--- src/source/tomasulo_settings.svh ---
`ifndef TOMASULO_SETTINGS_SVH
`define TOMASULO_SETTINGS_SVH

// Reorder buffer entries as 2**TAG_WIDTH
`define ROB_DEPTH 8

// Bits in a reorder entry number
`define TAG_WIDTH 3

// ALU reservation stations
`define RS_COUNT 3

`endif

--- src/source/lc3b_isa_pkg.sv ---
package lc3b_isa_pkg;

	typedef logic [15:0] lc3b_word;
	typedef logic [2:0] lc3b_reg;

	// LC-3b opcode encodings; values outside this set issue as no-ops
	typedef enum logic [3:0]
	{
		op_br  = 4'b0000,
		op_add = 4'b0001,
		op_and = 4'b0101,
		op_ldr = 4'b0110,
		op_str = 4'b0111,
		op_not = 4'b1001,
		op_jmp = 4'b1100,
		op_shf = 4'b1101,
		op_lea = 4'b1110
	} lc3b_opcode;

	// Register or immediate ALU form
	typedef struct packed
	{
		lc3b_opcode opcode;
		lc3b_reg dest;
		lc3b_reg sr1;
		logic imm_flag;    // Set for imm5
		logic [4:0] src2;  // imm5, or sr2 in the low three bits
	} lc3b_alu_form;

	// PC-relative form used by BR and LEA
	typedef struct packed
	{
		lc3b_opcode opcode;
		lc3b_reg dest;     // nzp for BR
		logic [8:0] offset9;
	} lc3b_offset_form;

	typedef union packed
	{
		lc3b_alu_form alu;
		lc3b_offset_form offs;
	} lc3b_instr;

endpackage

--- src/source/tomasulo_pkg.sv ---
`include "tomasulo_settings.svh"

package tomasulo_pkg;

	typedef logic [`TAG_WIDTH-1:0] rob_addr_t;

	typedef struct packed
	{
		lc3b_isa_pkg::lc3b_instr instr;
		lc3b_isa_pkg::lc3b_word pc;   // Already incremented past the instruction
		logic predict_taken;
	} fetch_t;

	// One architectural register as seen by issue
	typedef struct packed
	{
		logic busy;
		rob_addr_t owner;
		lc3b_isa_pkg::lc3b_word data;
	} reg_status_t;

	typedef struct packed
	{
		logic ready;
		lc3b_isa_pkg::lc3b_word value;
	} rob_lookup_t;

	typedef struct packed
	{
		logic valid;
		rob_addr_t tag;
		lc3b_isa_pkg::lc3b_word data;
	} cdb_t;

	typedef struct packed
	{
		logic valid;
		lc3b_isa_pkg::lc3b_opcode opcode;
		lc3b_isa_pkg::lc3b_word vj;
		lc3b_isa_pkg::lc3b_word vk;
		rob_addr_t qj;
		rob_addr_t qk;
		logic j_pending;   // vj still waits on qj
		logic k_pending;
		rob_addr_t dest;
	} rs_entry_t;

	typedef struct packed
	{
		logic valid;
		lc3b_isa_pkg::lc3b_opcode opcode;
		logic has_dest;
		lc3b_isa_pkg::lc3b_reg dest;
		logic value_ready;
		lc3b_isa_pkg::lc3b_word value;
	} rob_alloc_t;

	typedef struct packed
	{
		logic valid;
		lc3b_isa_pkg::lc3b_reg dest;
	} reg_claim_t;

	typedef struct packed
	{
		logic valid;
		lc3b_isa_pkg::lc3b_opcode opcode;
		logic has_dest;
		lc3b_isa_pkg::lc3b_reg dest;
		lc3b_isa_pkg::lc3b_word value;
		rob_addr_t entry;
	} retire_t;

endpackage

--- src/source/issue_control.sv ---
`timescale 1ns/1ps
`include "tomasulo_settings.svh"

module issue_control
(
	input logic clk,
	input logic rst_n,
	input logic fetch_req,
	input tomasulo_pkg::fetch_t fetch,
	input logic [`RS_COUNT-1:0] station_busy,
	input logic rob_full,
	input tomasulo_pkg::rob_addr_t rob_tail,
	input tomasulo_pkg::reg_status_t sr1_status,
	input tomasulo_pkg::reg_status_t sr2_status,
	input tomasulo_pkg::rob_lookup_t sr1_lookup,
	input tomasulo_pkg::rob_lookup_t sr2_lookup,
	input tomasulo_pkg::cdb_t cdb,
	output logic fetch_ack,
	output lc3b_isa_pkg::lc3b_reg sr1_sel,
	output lc3b_isa_pkg::lc3b_reg sr2_sel,
	output tomasulo_pkg::rs_entry_t station_write,
	output logic [$clog2(`RS_COUNT)-1:0] station_index,
	output tomasulo_pkg::rob_alloc_t rob_alloc,
	output tomasulo_pkg::reg_claim_t reg_claim
);

	localparam int IDX_W = $clog2(`RS_COUNT);

	lc3b_isa_pkg::lc3b_instr instr;
	lc3b_isa_pkg::lc3b_opcode opcode;
	lc3b_isa_pkg::lc3b_word imm5_sext;
	lc3b_isa_pkg::lc3b_word adj9;
	logic is_alu;
	logic use_imm;
	logic stall;
	logic issued;
	logic do_issue;
	lc3b_isa_pkg::lc3b_word j_val;
	lc3b_isa_pkg::lc3b_word k_val;
	tomasulo_pkg::rob_addr_t j_tag;
	tomasulo_pkg::rob_addr_t k_tag;
	logic j_wait;
	logic k_wait;

	// Register first, then the bus, then a finished reorder entry
	function automatic void resolve_operand
	(
		input tomasulo_pkg::reg_status_t status,
		input tomasulo_pkg::rob_lookup_t lookup,
		input tomasulo_pkg::cdb_t bus,
		output lc3b_isa_pkg::lc3b_word value,
		output tomasulo_pkg::rob_addr_t tag,
		output logic pending
	);
		value = status.data;
		tag = status.owner;
		pending = 1'b0;
		if (status.busy)
		begin
			if (bus.valid && bus.tag == status.owner)
				value = bus.data;
			else if (lookup.ready)
				value = lookup.value;
			else
				pending = 1'b1;
		end
	endfunction

	assign instr = fetch.instr;
	assign opcode = instr.alu.opcode;
	assign sr1_sel = instr.alu.sr1;
	assign sr2_sel = instr.alu.src2[2:0];
	assign imm5_sext = {{11{instr.alu.src2[4]}}, instr.alu.src2};
	assign adj9 = {{6{instr.offs.offset9[8]}}, instr.offs.offset9, 1'b0};

	assign is_alu = (opcode == lc3b_isa_pkg::op_add) || (opcode == lc3b_isa_pkg::op_and) ||
		(opcode == lc3b_isa_pkg::op_not) || (opcode == lc3b_isa_pkg::op_shf);
	// NOT ignores sr2 and SHF always takes its amount from imm5
	assign use_imm = instr.alu.imm_flag || (opcode == lc3b_isa_pkg::op_not) ||
		(opcode == lc3b_isa_pkg::op_shf);

	assign stall = rob_full || (is_alu && (&station_busy));
	assign do_issue = fetch_req && !fetch_ack && !issued && !stall;

	// Lowest numbered free station
	always_comb
	begin
		station_index = '0;
		for (int i = `RS_COUNT - 1; i >= 0; i--)
			if (!station_busy[i])
				station_index = IDX_W'(i);
	end

	always_comb
	begin
		resolve_operand(sr1_status, sr1_lookup, cdb, j_val, j_tag, j_wait);
		resolve_operand(sr2_status, sr2_lookup, cdb, k_val, k_tag, k_wait);
		station_write = '0;
		rob_alloc = '0;
		reg_claim = '0;
		if (do_issue)
		begin
			rob_alloc.valid = 1'b1;
			rob_alloc.opcode = opcode;
			rob_alloc.dest = instr.alu.dest;
			rob_alloc.value_ready = 1'b1;   // Cleared below for ALU work
			case (opcode)
				lc3b_isa_pkg::op_add, lc3b_isa_pkg::op_and,
				lc3b_isa_pkg::op_not, lc3b_isa_pkg::op_shf:
				begin
					station_write.valid = 1'b1;
					station_write.opcode = opcode;
					station_write.vj = j_val;
					station_write.qj = j_tag;
					station_write.j_pending = j_wait;
					if (use_imm)
						station_write.vk = imm5_sext;
					else
					begin
						station_write.vk = k_val;
						station_write.qk = k_tag;
						station_write.k_pending = k_wait;
					end
					station_write.dest = rob_tail;
					rob_alloc.has_dest = 1'b1;
					rob_alloc.value_ready = 1'b0;
					reg_claim.valid = 1'b1;
					reg_claim.dest = instr.alu.dest;
				end
				lc3b_isa_pkg::op_br:
				begin
					// Record the path the fetch did not take
					if (fetch.predict_taken)
						rob_alloc.value = fetch.pc;
					else
						rob_alloc.value = fetch.pc + adj9;
				end
				lc3b_isa_pkg::op_lea:
				begin
					rob_alloc.value = fetch.pc + adj9;
					rob_alloc.has_dest = 1'b1;
					reg_claim.valid = 1'b1;
					reg_claim.dest = instr.offs.dest;
				end
				default:;   // No-op entry that retires without a write
			endcase
		end
	end

	// Four-phase handshake state
	always_ff @(posedge clk)
	begin
		if (!rst_n)
		begin
			fetch_ack <= 1'b0;
			issued <= 1'b0;
		end
		else
		begin
			if (do_issue)
				fetch_ack <= 1'b1;
			else if (!fetch_req)
				fetch_ack <= 1'b0;   // Req seen low
			if (do_issue)
				issued <= 1'b1;
			else if (!fetch_req)
				issued <= 1'b0;
		end
	end

endmodule

--- src/source/reg_status.sv ---
`timescale 1ns/1ps

module reg_status
(
	input logic clk,
	input logic rst_n,
	input lc3b_isa_pkg::lc3b_reg sr1_sel,
	input lc3b_isa_pkg::lc3b_reg sr2_sel,
	input tomasulo_pkg::reg_claim_t reg_claim,
	input tomasulo_pkg::rob_addr_t rob_tail,
	input tomasulo_pkg::retire_t retire,
	output tomasulo_pkg::reg_status_t sr1_status,
	output tomasulo_pkg::reg_status_t sr2_status
);

	// Data, busy bit and owning reorder entry per register
	tomasulo_pkg::reg_status_t regs [8];

	assign sr1_status = regs[sr1_sel];
	assign sr2_status = regs[sr2_sel];

	always_ff @(posedge clk)
	begin
		if (!rst_n)
		begin
			for (int i = 0; i < 8; i++)
				regs[i] <= '0;
		end
		else
		begin
			if (retire.valid && retire.has_dest)
			begin
				regs[retire.dest].data <= retire.value;
				// A younger writer may already own the register
				if (regs[retire.dest].owner == retire.entry)
					regs[retire.dest].busy <= 1'b0;
			end
			// New claim overrides a same-cycle retire
			if (reg_claim.valid)
			begin
				regs[reg_claim.dest].busy <= 1'b1;
				regs[reg_claim.dest].owner <= rob_tail;
			end
		end
	end

endmodule

--- src/source/alu_stations.sv ---
`timescale 1ns/1ps
`include "tomasulo_settings.svh"

module alu_stations
(
	input logic clk,
	input logic rst_n,
	input tomasulo_pkg::rs_entry_t station_write,
	input logic [$clog2(`RS_COUNT)-1:0] station_index,
	output logic [`RS_COUNT-1:0] station_busy,
	output tomasulo_pkg::cdb_t cdb
);

	localparam int IDX_W = $clog2(`RS_COUNT);

	tomasulo_pkg::rs_entry_t stations [`RS_COUNT];
	logic [`RS_COUNT-1:0] ready;
	logic any_ready;
	logic [IDX_W-1:0] sel;
	tomasulo_pkg::rs_entry_t chosen;
	lc3b_isa_pkg::lc3b_word result;

	always_comb
	begin
		for (int i = 0; i < `RS_COUNT; i++)
		begin
			station_busy[i] = stations[i].valid;
			ready[i] = stations[i].valid && !stations[i].j_pending && !stations[i].k_pending;
		end
	end

	// Lowest numbered ready station owns the bus
	always_comb
	begin
		sel = '0;
		any_ready = 1'b0;
		for (int i = `RS_COUNT - 1; i >= 0; i--)
		begin
			if (ready[i])
			begin
				sel = IDX_W'(i);
				any_ready = 1'b1;
			end
		end
	end

	assign chosen = stations[sel];

	always_comb
	begin
		case (chosen.opcode)
			lc3b_isa_pkg::op_add: result = chosen.vj + chosen.vk;
			lc3b_isa_pkg::op_and: result = chosen.vj & chosen.vk;
			lc3b_isa_pkg::op_not: result = ~chosen.vj;
			lc3b_isa_pkg::op_shf:
			begin
				if (chosen.vk[4])
					result = chosen.vj >> chosen.vk[3:0];   // Logical only
				else
					result = chosen.vj << chosen.vk[3:0];
			end
			default: result = '0;
		endcase
	end

	always_ff @(posedge clk)
	begin
		if (!rst_n)
		begin
			for (int i = 0; i < `RS_COUNT; i++)
				stations[i].valid <= 1'b0;
			cdb.valid <= 1'b0;
		end
		else
		begin
			cdb.valid <= any_ready;
			cdb.tag <= chosen.dest;
			cdb.data <= result;
			// Waiting operands snoop the bus
			for (int i = 0; i < `RS_COUNT; i++)
			begin
				if (stations[i].j_pending && cdb.valid && cdb.tag == stations[i].qj)
				begin
					stations[i].vj <= cdb.data;
					stations[i].j_pending <= 1'b0;
				end
				if (stations[i].k_pending && cdb.valid && cdb.tag == stations[i].qk)
				begin
					stations[i].vk <= cdb.data;
					stations[i].k_pending <= 1'b0;
				end
			end
			if (any_ready)
				stations[sel].valid <= 1'b0;   // Freed as it broadcasts
			if (station_write.valid)
				stations[station_index] <= station_write;
		end
	end

endmodule

--- src/source/reorder_buffer.sv ---
`timescale 1ns/1ps
`include "tomasulo_settings.svh"

module reorder_buffer
(
	input logic clk,
	input logic rst_n,
	input tomasulo_pkg::rob_alloc_t rob_alloc,
	input tomasulo_pkg::cdb_t cdb,
	input tomasulo_pkg::reg_status_t sr1_status,
	input tomasulo_pkg::reg_status_t sr2_status,
	output logic rob_full,
	output tomasulo_pkg::rob_addr_t rob_tail,
	output tomasulo_pkg::rob_lookup_t sr1_lookup,
	output tomasulo_pkg::rob_lookup_t sr2_lookup,
	output tomasulo_pkg::retire_t retire
);

	localparam logic [`TAG_WIDTH:0] FULL_COUNT = (`TAG_WIDTH + 1)'(`ROB_DEPTH);

	// Valid marks an occupied slot
	tomasulo_pkg::rob_alloc_t entries [`ROB_DEPTH];
	tomasulo_pkg::rob_addr_t head;
	logic [`TAG_WIDTH:0] count;
	logic do_retire;

	assign rob_full = (count == FULL_COUNT);

	// Operand lookups at each source's owning entry
	assign sr1_lookup.ready = entries[sr1_status.owner].value_ready;
	assign sr1_lookup.value = entries[sr1_status.owner].value;
	assign sr2_lookup.ready = entries[sr2_status.owner].value_ready;
	assign sr2_lookup.value = entries[sr2_status.owner].value;

	assign do_retire = entries[head].valid && entries[head].value_ready;

	always_comb
	begin
		retire.valid = do_retire;
		retire.opcode = entries[head].opcode;
		retire.has_dest = entries[head].has_dest;
		retire.dest = entries[head].dest;
		retire.value = entries[head].value;
		retire.entry = head;
	end

	always_ff @(posedge clk)
	begin
		if (!rst_n)
		begin
			for (int i = 0; i < `ROB_DEPTH; i++)
				entries[i].valid <= 1'b0;
			head <= '0;
			rob_tail <= '0;
			count <= '0;
		end
		else
		begin
			// Completion from the bus
			if (cdb.valid)
			begin
				entries[cdb.tag].value_ready <= 1'b1;
				entries[cdb.tag].value <= cdb.data;
			end
			if (do_retire)
			begin
				entries[head].valid <= 1'b0;
				head <= head + 1'b1;
			end
			if (rob_alloc.valid)
			begin
				entries[rob_tail] <= rob_alloc;
				rob_tail <= rob_tail + 1'b1;   // Wraps with ROB_DEPTH a power of two
			end
			case ({rob_alloc.valid, do_retire})
				2'b10: count <= count + 1'b1;
				2'b01: count <= count - 1'b1;
				default: count <= count;
			endcase
		end
	end

endmodule

--- src/source/tomasulo_core.sv ---
`timescale 1ns/1ps
`include "tomasulo_settings.svh"

module tomasulo_core
(
	input logic clk,
	input logic rst_n,
	input logic fetch_req,
	input tomasulo_pkg::fetch_t fetch,
	output logic fetch_ack,
	output tomasulo_pkg::retire_t retire
);

	lc3b_isa_pkg::lc3b_reg sr1_sel;
	lc3b_isa_pkg::lc3b_reg sr2_sel;
	tomasulo_pkg::reg_status_t sr1_status;
	tomasulo_pkg::reg_status_t sr2_status;
	tomasulo_pkg::rob_lookup_t sr1_lookup;
	tomasulo_pkg::rob_lookup_t sr2_lookup;
	tomasulo_pkg::rs_entry_t station_write;
	logic [$clog2(`RS_COUNT)-1:0] station_index;
	logic [`RS_COUNT-1:0] station_busy;
	tomasulo_pkg::rob_alloc_t rob_alloc;
	tomasulo_pkg::reg_claim_t reg_claim;
	tomasulo_pkg::cdb_t cdb;
	tomasulo_pkg::rob_addr_t rob_tail;
	logic rob_full;

	// Decode and issue
	issue_control u_issue_control
	(
		.clk(clk),
		.rst_n(rst_n),
		.fetch_req(fetch_req),
		.fetch(fetch),
		.station_busy(station_busy),
		.rob_full(rob_full),
		.rob_tail(rob_tail),
		.sr1_status(sr1_status),
		.sr2_status(sr2_status),
		.sr1_lookup(sr1_lookup),
		.sr2_lookup(sr2_lookup),
		.cdb(cdb),
		.fetch_ack(fetch_ack),
		.sr1_sel(sr1_sel),
		.sr2_sel(sr2_sel),
		.station_write(station_write),
		.station_index(station_index),
		.rob_alloc(rob_alloc),
		.reg_claim(reg_claim)
	);

	reg_status u_reg_status
	(
		.clk(clk),
		.rst_n(rst_n),
		.sr1_sel(sr1_sel),
		.sr2_sel(sr2_sel),
		.reg_claim(reg_claim),
		.rob_tail(rob_tail),
		.retire(retire),
		.sr1_status(sr1_status),
		.sr2_status(sr2_status)
	);

	alu_stations u_alu_stations
	(
		.clk(clk),
		.rst_n(rst_n),
		.station_write(station_write),
		.station_index(station_index),
		.station_busy(station_busy),
		.cdb(cdb)
	);

	// In-order completion and writeback
	reorder_buffer u_reorder_buffer
	(
		.clk(clk),
		.rst_n(rst_n),
		.rob_alloc(rob_alloc),
		.cdb(cdb),
		.sr1_status(sr1_status),
		.sr2_status(sr2_status),
		.rob_full(rob_full),
		.rob_tail(rob_tail),
		.sr1_lookup(sr1_lookup),
		.sr2_lookup(sr2_lookup),
		.retire(retire)
	);

endmodule

--- config.mk ---
export PLATFORM = sky130hd
export DESIGN_NAME = tomasulo_core
export DESIGN_NICKNAME = d
export VERILOG_FILES = /design/src/source/lc3b_isa_pkg.sv /design/src/source/tomasulo_pkg.sv /design/src/source/issue_control.sv /design/src/source/reg_status.sv /design/src/source/alu_stations.sv /design/src/source/reorder_buffer.sv /design/src/source/tomasulo_core.sv
export VERILOG_INCLUDE_DIRS = /design/src /design/src/source
export SDC_FILE = /design/constraint.sdc
export NUM_CORES = 1
export LEC_CHECK = 0
export BUFFER_PORTS_ARGS = -buffer_cell sky130_fd_sc_hd__buf_4
export CORE_ASPECT_RATIO = 1.75
export CORE_MARGIN = 3
export CORE_UTILIZATION = 57
export CTS_BUF_LIST = sky130_fd_sc_hd__clkbuf_8
export DETAILED_ROUTE_END_ITERATION = 8
export HOLD_SLACK_MARGIN = 0.05
export PLACE_DENSITY_LB_ADDON = 0.3
export REMOVE_ABC_BUFFERS = 1
export SLEW_MARGIN = 20
export SYNTH_ARGS = -nofsm -noshare
export SYNTH_HDL_FRONTEND = slang
export SYNTH_SLANG_ARGS = --single-unit
--- constraint.sdc ---
create_clock -name clk -period 4.21 [get_ports clk]
set_input_delay 0.842 -clock clk [delete_from_list [all_inputs] [get_ports clk]]
set_output_delay 0.842 -clock clk [all_outputs]
set_load 0.05 [all_outputs]
== After elaboration in Yosys (flattened, before gate mapping) ==
Memories as Yosys holds them, arrays and structs flattened. A register that Yosys moved wholly into a read port is not among the register bits.
Index checks and enable logic that the tools add are counted.

* Bits of input ports: 36
* Bits in writable memories: 512
* Bits in registers: 31
* Bits in latches: 0
* Memory bits (read-only): 0
* Output and inout bits: 29
* Memories: 3
* Logic and storage cells: 191

{| class="wikitable"
|+ Memory list
! memory !! words !! width !! read ports !! clocked after memory_dff !! wr ports !! line !! source
|-
| u_reorder_buffer.entries || 8 || 26 || 3 || 1 || 8 || reorder_buffer.sv:22 || <nowiki>tomasulo_pkg::rob_alloc_t entries [`ROB_DEPTH];</nowiki>
|-
| u_reg_status.regs || 8 || 20 || 3 || 0 || 8 || reg_status.sv:17 || <nowiki>tomasulo_pkg::reg_status_t regs [8];</nowiki>
|-
| u_alu_stations.stations || 3 || 48 || 4 || 0 || 5 || alu_stations.sv:16 || <nowiki>tomasulo_pkg::rs_entry_t stations [`RS_COUNT];</nowiki>
|}

* Reduce and logical (&&, ||, !) cells: 50
* Bitwise operators: 2
* Multiplexer cells: 99
* $add $sub $neg: 6
* Equal/unequal tests: 22
* $lt $le $gt $ge: 0
* Multipliers: 0
* Shift-type cells: 2
* Divide/modulo/power cells: 0

{| class="wikitable"
|+ Operators by type and width
! kind !! number
|-
| 2-to-1 mux 16 bit || 9
|-
| 2-to-1 mux 26 bit || 4
|-
| 2-to-1 mux 48 bit || 2
|-
| OR reduction 26 bit || 3
|-
| one-hot mux 16 bit (4 select lines) || 1
|-
| 2-to-1 mux 1 bit || 58
|-
| 2-to-1 mux 20 bit || 2
|-
| OR reduction 20 bit || 2
|-
| adder 16 bit || 2
|-
| one-hot mux 16 bit (2 select lines) || 1
|-
| 2-to-1 mux 3 bit || 10
|-
| == test 3 bit || 9
|-
| logical AND 1 bit || 26
|-
| == test 4 bit, second input constant || 6
|-
| 2-to-1 mux 2 bit || 9
|-
| bitwise AND 16 bit || 1
|-
| NOT 16 bit || 1
|-
| left shift 16 x 4 -> 16 bit || 1
|-
| right shift 16 x 4 -> 16 bit || 1
|-
| == test 4 x 1 -> 1 bit, second input constant || 2
|-
| == test 4 x 3 -> 1 bit, second input constant || 2
|-
| zero test 1 bit || 8
|-
| 2-to-1 mux 4 bit || 2
|-
| one-hot mux 4 bit (2 select lines) || 1
|-
| other kinds (12) || 18
|}

== Longest topological paths before layout ==
* Depth after elaboration: 14
* Depth in mapped cells: 18
* Gate-level depth less buffers: 16

== By module ==
A second synthesis with hierarchy kept.

* Cells, all modules: 2611
* Area, all modules: 33398.3 sq um

{| class="wikitable"
|+ By module, submodules not included
! module !! cells each !! sequential area each (sq um) !! times used !! area each (sq um)
|-
| reorder_buffer || 722 || 6426.2 || 1 || 12197.9
|-
| alu_stations || 938 || 4914.7 || 1 || 10024.6
|-
| reg_status || 577 || 4724.5 || 1 || 8749.6
|-
| issue_control || 374 || 20.0 || 1 || 2426.1
|}

== Worst setup path after synthesis ==
OpenSTA, ideal clock, no wires.

* Path type: reg2reg
* Start point: mem u_alu_stations.stations[1][3] (netlist name)
* End point: reg, netlist name u_alu_stations.cdb[15]
* Setup slack: -367 ps
* Arrival: 4319 ps
* Required time: 3951 ps
* Buffers on the path: 3
* Library setup time: 259 ps
* Cell stages (with the launch flop): 19
* Clock period less this slack: 4577 ps
* Cells stage by stage: edfxtp_1 > or3b_2 > clkbuf_1 > buf_1 > a31oi_1 > nor2_1 > a21oi_2 > inv_1 > clkbuf_1 > ha_1 > a21oi_1 > o211ai_1 > or4_1 > nor3b_1 > o31a_1 > o21ai_0 > o21ai_0 > xor2_1 > a211o_1

{| class="wikitable"
|+ RTL lines
! item !! line
|-
| from (decl) || alu_stations.sv:16
|}

==> results.md <==
- Post-synth top area share: 0.478
- Distinct cells, synth: 77
- Dpl cell area: 34,900 um^2
- H-tree depth: 3
- Largest net degree at the start of global routing: 58
- Reg power frac: 0.450
- Total power: 14.4 mW
- Pre-CTS setup slack: -0.00400 ns
- Vias in the first global route: 26,578
- Nets: 3,083
- CP Buf/Inv Count: 3
- Die X: 186 um
- Row count: 114
- CP endpoint kind: output pin
- Post-Layout Cell Count: 3,762
- Mean Syn Cell Area: 11.3 um^2
- Clock tree from TritonCTS: done
- Rel. slew slack: 0.346
- Post-Syn Instances: 2,854
- Number of sinks on the clock net: 546
- Ports: 65
- DRC viols: 0
- Slew Limit Fails: 0
- Max Freq: 246 MHz
- VDD IR max: 0.466 mV
- Main flop type after synthesis: edfxtp_1
- Hold Path Class: input port to register
- Kind of critical path: register to output pin
- Core ar.: 55,600 um^2
- Cell accounting for the most synthesized area: edfxtp_1
- RSZ-0062 raised after global routing: false
- Worst-path clk slew: 0.07 ns
- Combinational power share: 0.261
- Vias per inst: 6.97
- Post-CTS Setup Inserts: 0
- Longest Clk Path Bufs: 3
- Setup TNS: 0 ns
- Clk Latency, worst-skew pair: 0.69 ns
- Final Util: 0.654
- Clock power frac: 0.289
- #FFs+latches synth: 546
- Worst path most repeated cell: buf_4
- Total grt overflow: 0
- Area Overhead vs Synth: 12.5%
- Sequential area share after synthesis: 0.497
- FFs w/ async S/R, synth: 0
- Final Setup Violations: 0
- Setup ws final: 0.152 ns
- DIE AREA: 59,700 um^2
- Leakage power: 13.8 nW
- Routed wire length: 114 mm
- PwrDens: 394 nW/um^2
- First-pass GRT wire length: 167 mm
- Synth area leaders: edfxtp_1 48%, mux4_2 10%, mux2i_1 7.1%, o21ai_0 3.7%, nand2_1 3.7%
- Final instance area: 36,400 um^2
- P_int: 9.63 mW
- Status: finished, final reports clean
- CTS Hold Bufs: 0
- PortBufs: 64
- Final hold slack: 0.414 ns
- Initial antenna violation count: 1
- Post-synth EDFFs: 515
- Delay-heaviest family, CP: multiplexers
- DR iter-0 viols: 2,850
- Period Utilization, post-route: 0.964
- RePlAce Congestion: 1.02
- Cell area after synthesis: 32,300 um^2
- Dpl hpwl: 84.0 mm
- Total CTS buffers: 78
- Yosys warnings: 0
- Max-cap violations: 0
- Placed insts: 3,624
- Worst Tran Pin Value: 0.980 ns
- Clock skew: 0.0426 ns
- CP max stage cell: mux2i_1
- CTS Root Cell: clkbuf_8
- CP startpoint kind: register
- Share of cells above drive strength 1: 0.215
- DR vias: 26,225
- Sw Pwr: 4.73 mW
- Die height: 321 um
- Switching share of total power: 0.329
- Wire per inst: 30.2 um
- Antenna Violating Nets Remaining: 0
- Critical-path cell list: buf_4, mux4_2, mux2i_1, inv_1, buf_4
- Starting Density: 0.581
- GR Util All Layers: 0.383
- Critical Path RT: 3.37 ns
- First-pass DRT Iterations: 8
- Tmin final: 4.06 ns
- Worst Path Max Fanout: 20
- Final hold violations: 0
- CP max stage delay: 0.60 ns
- Crit path DAT: 3.22 ns
-- power by group through the flow --
stage               sequential, mW  combinational [mW]  clock [mW]
floorplan                     6.54                2.18           0
global placement              6.54                3.59           0
detailed placement            6.56                3.68           0
CTS                           6.45                3.69        4.15
global route                  6.47                3.92        4.37
finish                        6.45                3.75        4.15
-- worst paths after layout --
kind,startpoint,slack (ns),to,cells past startpoint
hold reg to reg,u_reorder_buffer.entries[6][25],0.49,u_reorder_buffer.entries[6][25],2
setup reg to reg,u_alu_stations.stations[0][4],0.18,u_alu_stations.cdb[15],15
setup / recovery,register,0.15,retire[12],5
hold / removal,fetch_req,0.41,u_issue_control.fetch_ack,2
-- placed cells by master (no fill, tap or decap), types with 8 or more instances in the layout --
cell type,count
o21ai_1,57
a211o_1,9
nand3_1,67
nand4_1,15
or2_2,8
nor2b_1,14
a31oi_1,48
and2_1,52
edfxtp_1,515
a221o_1,16
xnor2_1,32
clkinv_2,8
buf_4,279
ha_1,36
nand2b_1,18
a21oi_1,70
o211ai_1,21
nor3_1,33
o21ai_0,230
or3_1,17
a211oi_1,8
mux2_2,50
a22oi_1,17
a21o_1,21
o2bb2ai_1,13
nor2_1,247
inv_1,87
clkinv_1,13
nor4bb_1,16
dfxtp_1,28
o22ai_1,38
clkbuf_8,88
o221ai_1,8
a2bb2oi_1,8
nand2_1,316
mux4_2,146
mux2i_1,226
buf_12,15
xor2_1,20
-- state kept, by name, indices dropped and copies added (netlist names), named ones only --
signal,flops
u_reg_status.regs,160
u_alu_stations.cdb,20
u_reorder_buffer.rob_tail,3
u_reorder_buffer.head,3
u_alu_stations.stations,144
u_issue_control.fetch_ack,1
u_reorder_buffer.count,4
u_reorder_buffer.entries,208
-- per-layer routing --
metal / vias up / wire (um) / track usage / part of all wire
met5: - / 0 / 0 / 0
met4: 0 / 12800 / 0.334 / 0.11
met3: 531 / 9460 / 0.0680 / 0.083
met2: 1764 / 56700 / 0.651 / 0.50
met1: 12773 / 34800 / 0.403 / 0.31
li1: 11157 / - / - / -
-- cell usage after synthesis, types with 21 or more instances --
library cell / count
o211ai_1: 21
a21o_1: 21
edfxtp_1: 515
nor3_1: 36
o21ai_0: 240
o22ai_1: 40
mux4_2: 146
nand3_1: 68
inv_1: 67
nand2_1: 316
a21oi_1: 71
and2_1: 52
buf_1: 26
xnor2_1: 32
nor2_1: 247
a31oi_1: 48
buf_2: 23
o21ai_1: 54
dfxtp_1: 31
ha_1: 36
clkbuf_1: 164
mux2_2: 50
mux2i_1: 230
-- layout make-up --
type	count	area [um^2]
Antenna cell	1	2.50
Multi-Input combinational cell	2017	15300
Fill cell	4210	19200
Timing Repair Buffer	294	2390
Inverter	71	267
Clock buffer	88	1210
Sequential cell	546	16100
Clock inverter	49	283
Tap cell	696	871
-- cells by family after synthesis --
family                     Yosys count  synth area share
and+or+nand+nor                    850             0.121
AOI/OAI and AO/OA                  642             0.123
DFF                                546             0.497
muxes                              431             0.193
buffers and inverters              293            0.0359
xor gates and xnor gates            52            0.0141
adders and majority gates           39            0.0158
other                                1          0.000116
-- repair_timing --
item                       4_1_cts  5_1_grt
gates resized for setup          1       11
setup endpoints to repair        1        8
pin swaps                        0        1
Power figures use the tool's default switching activity.
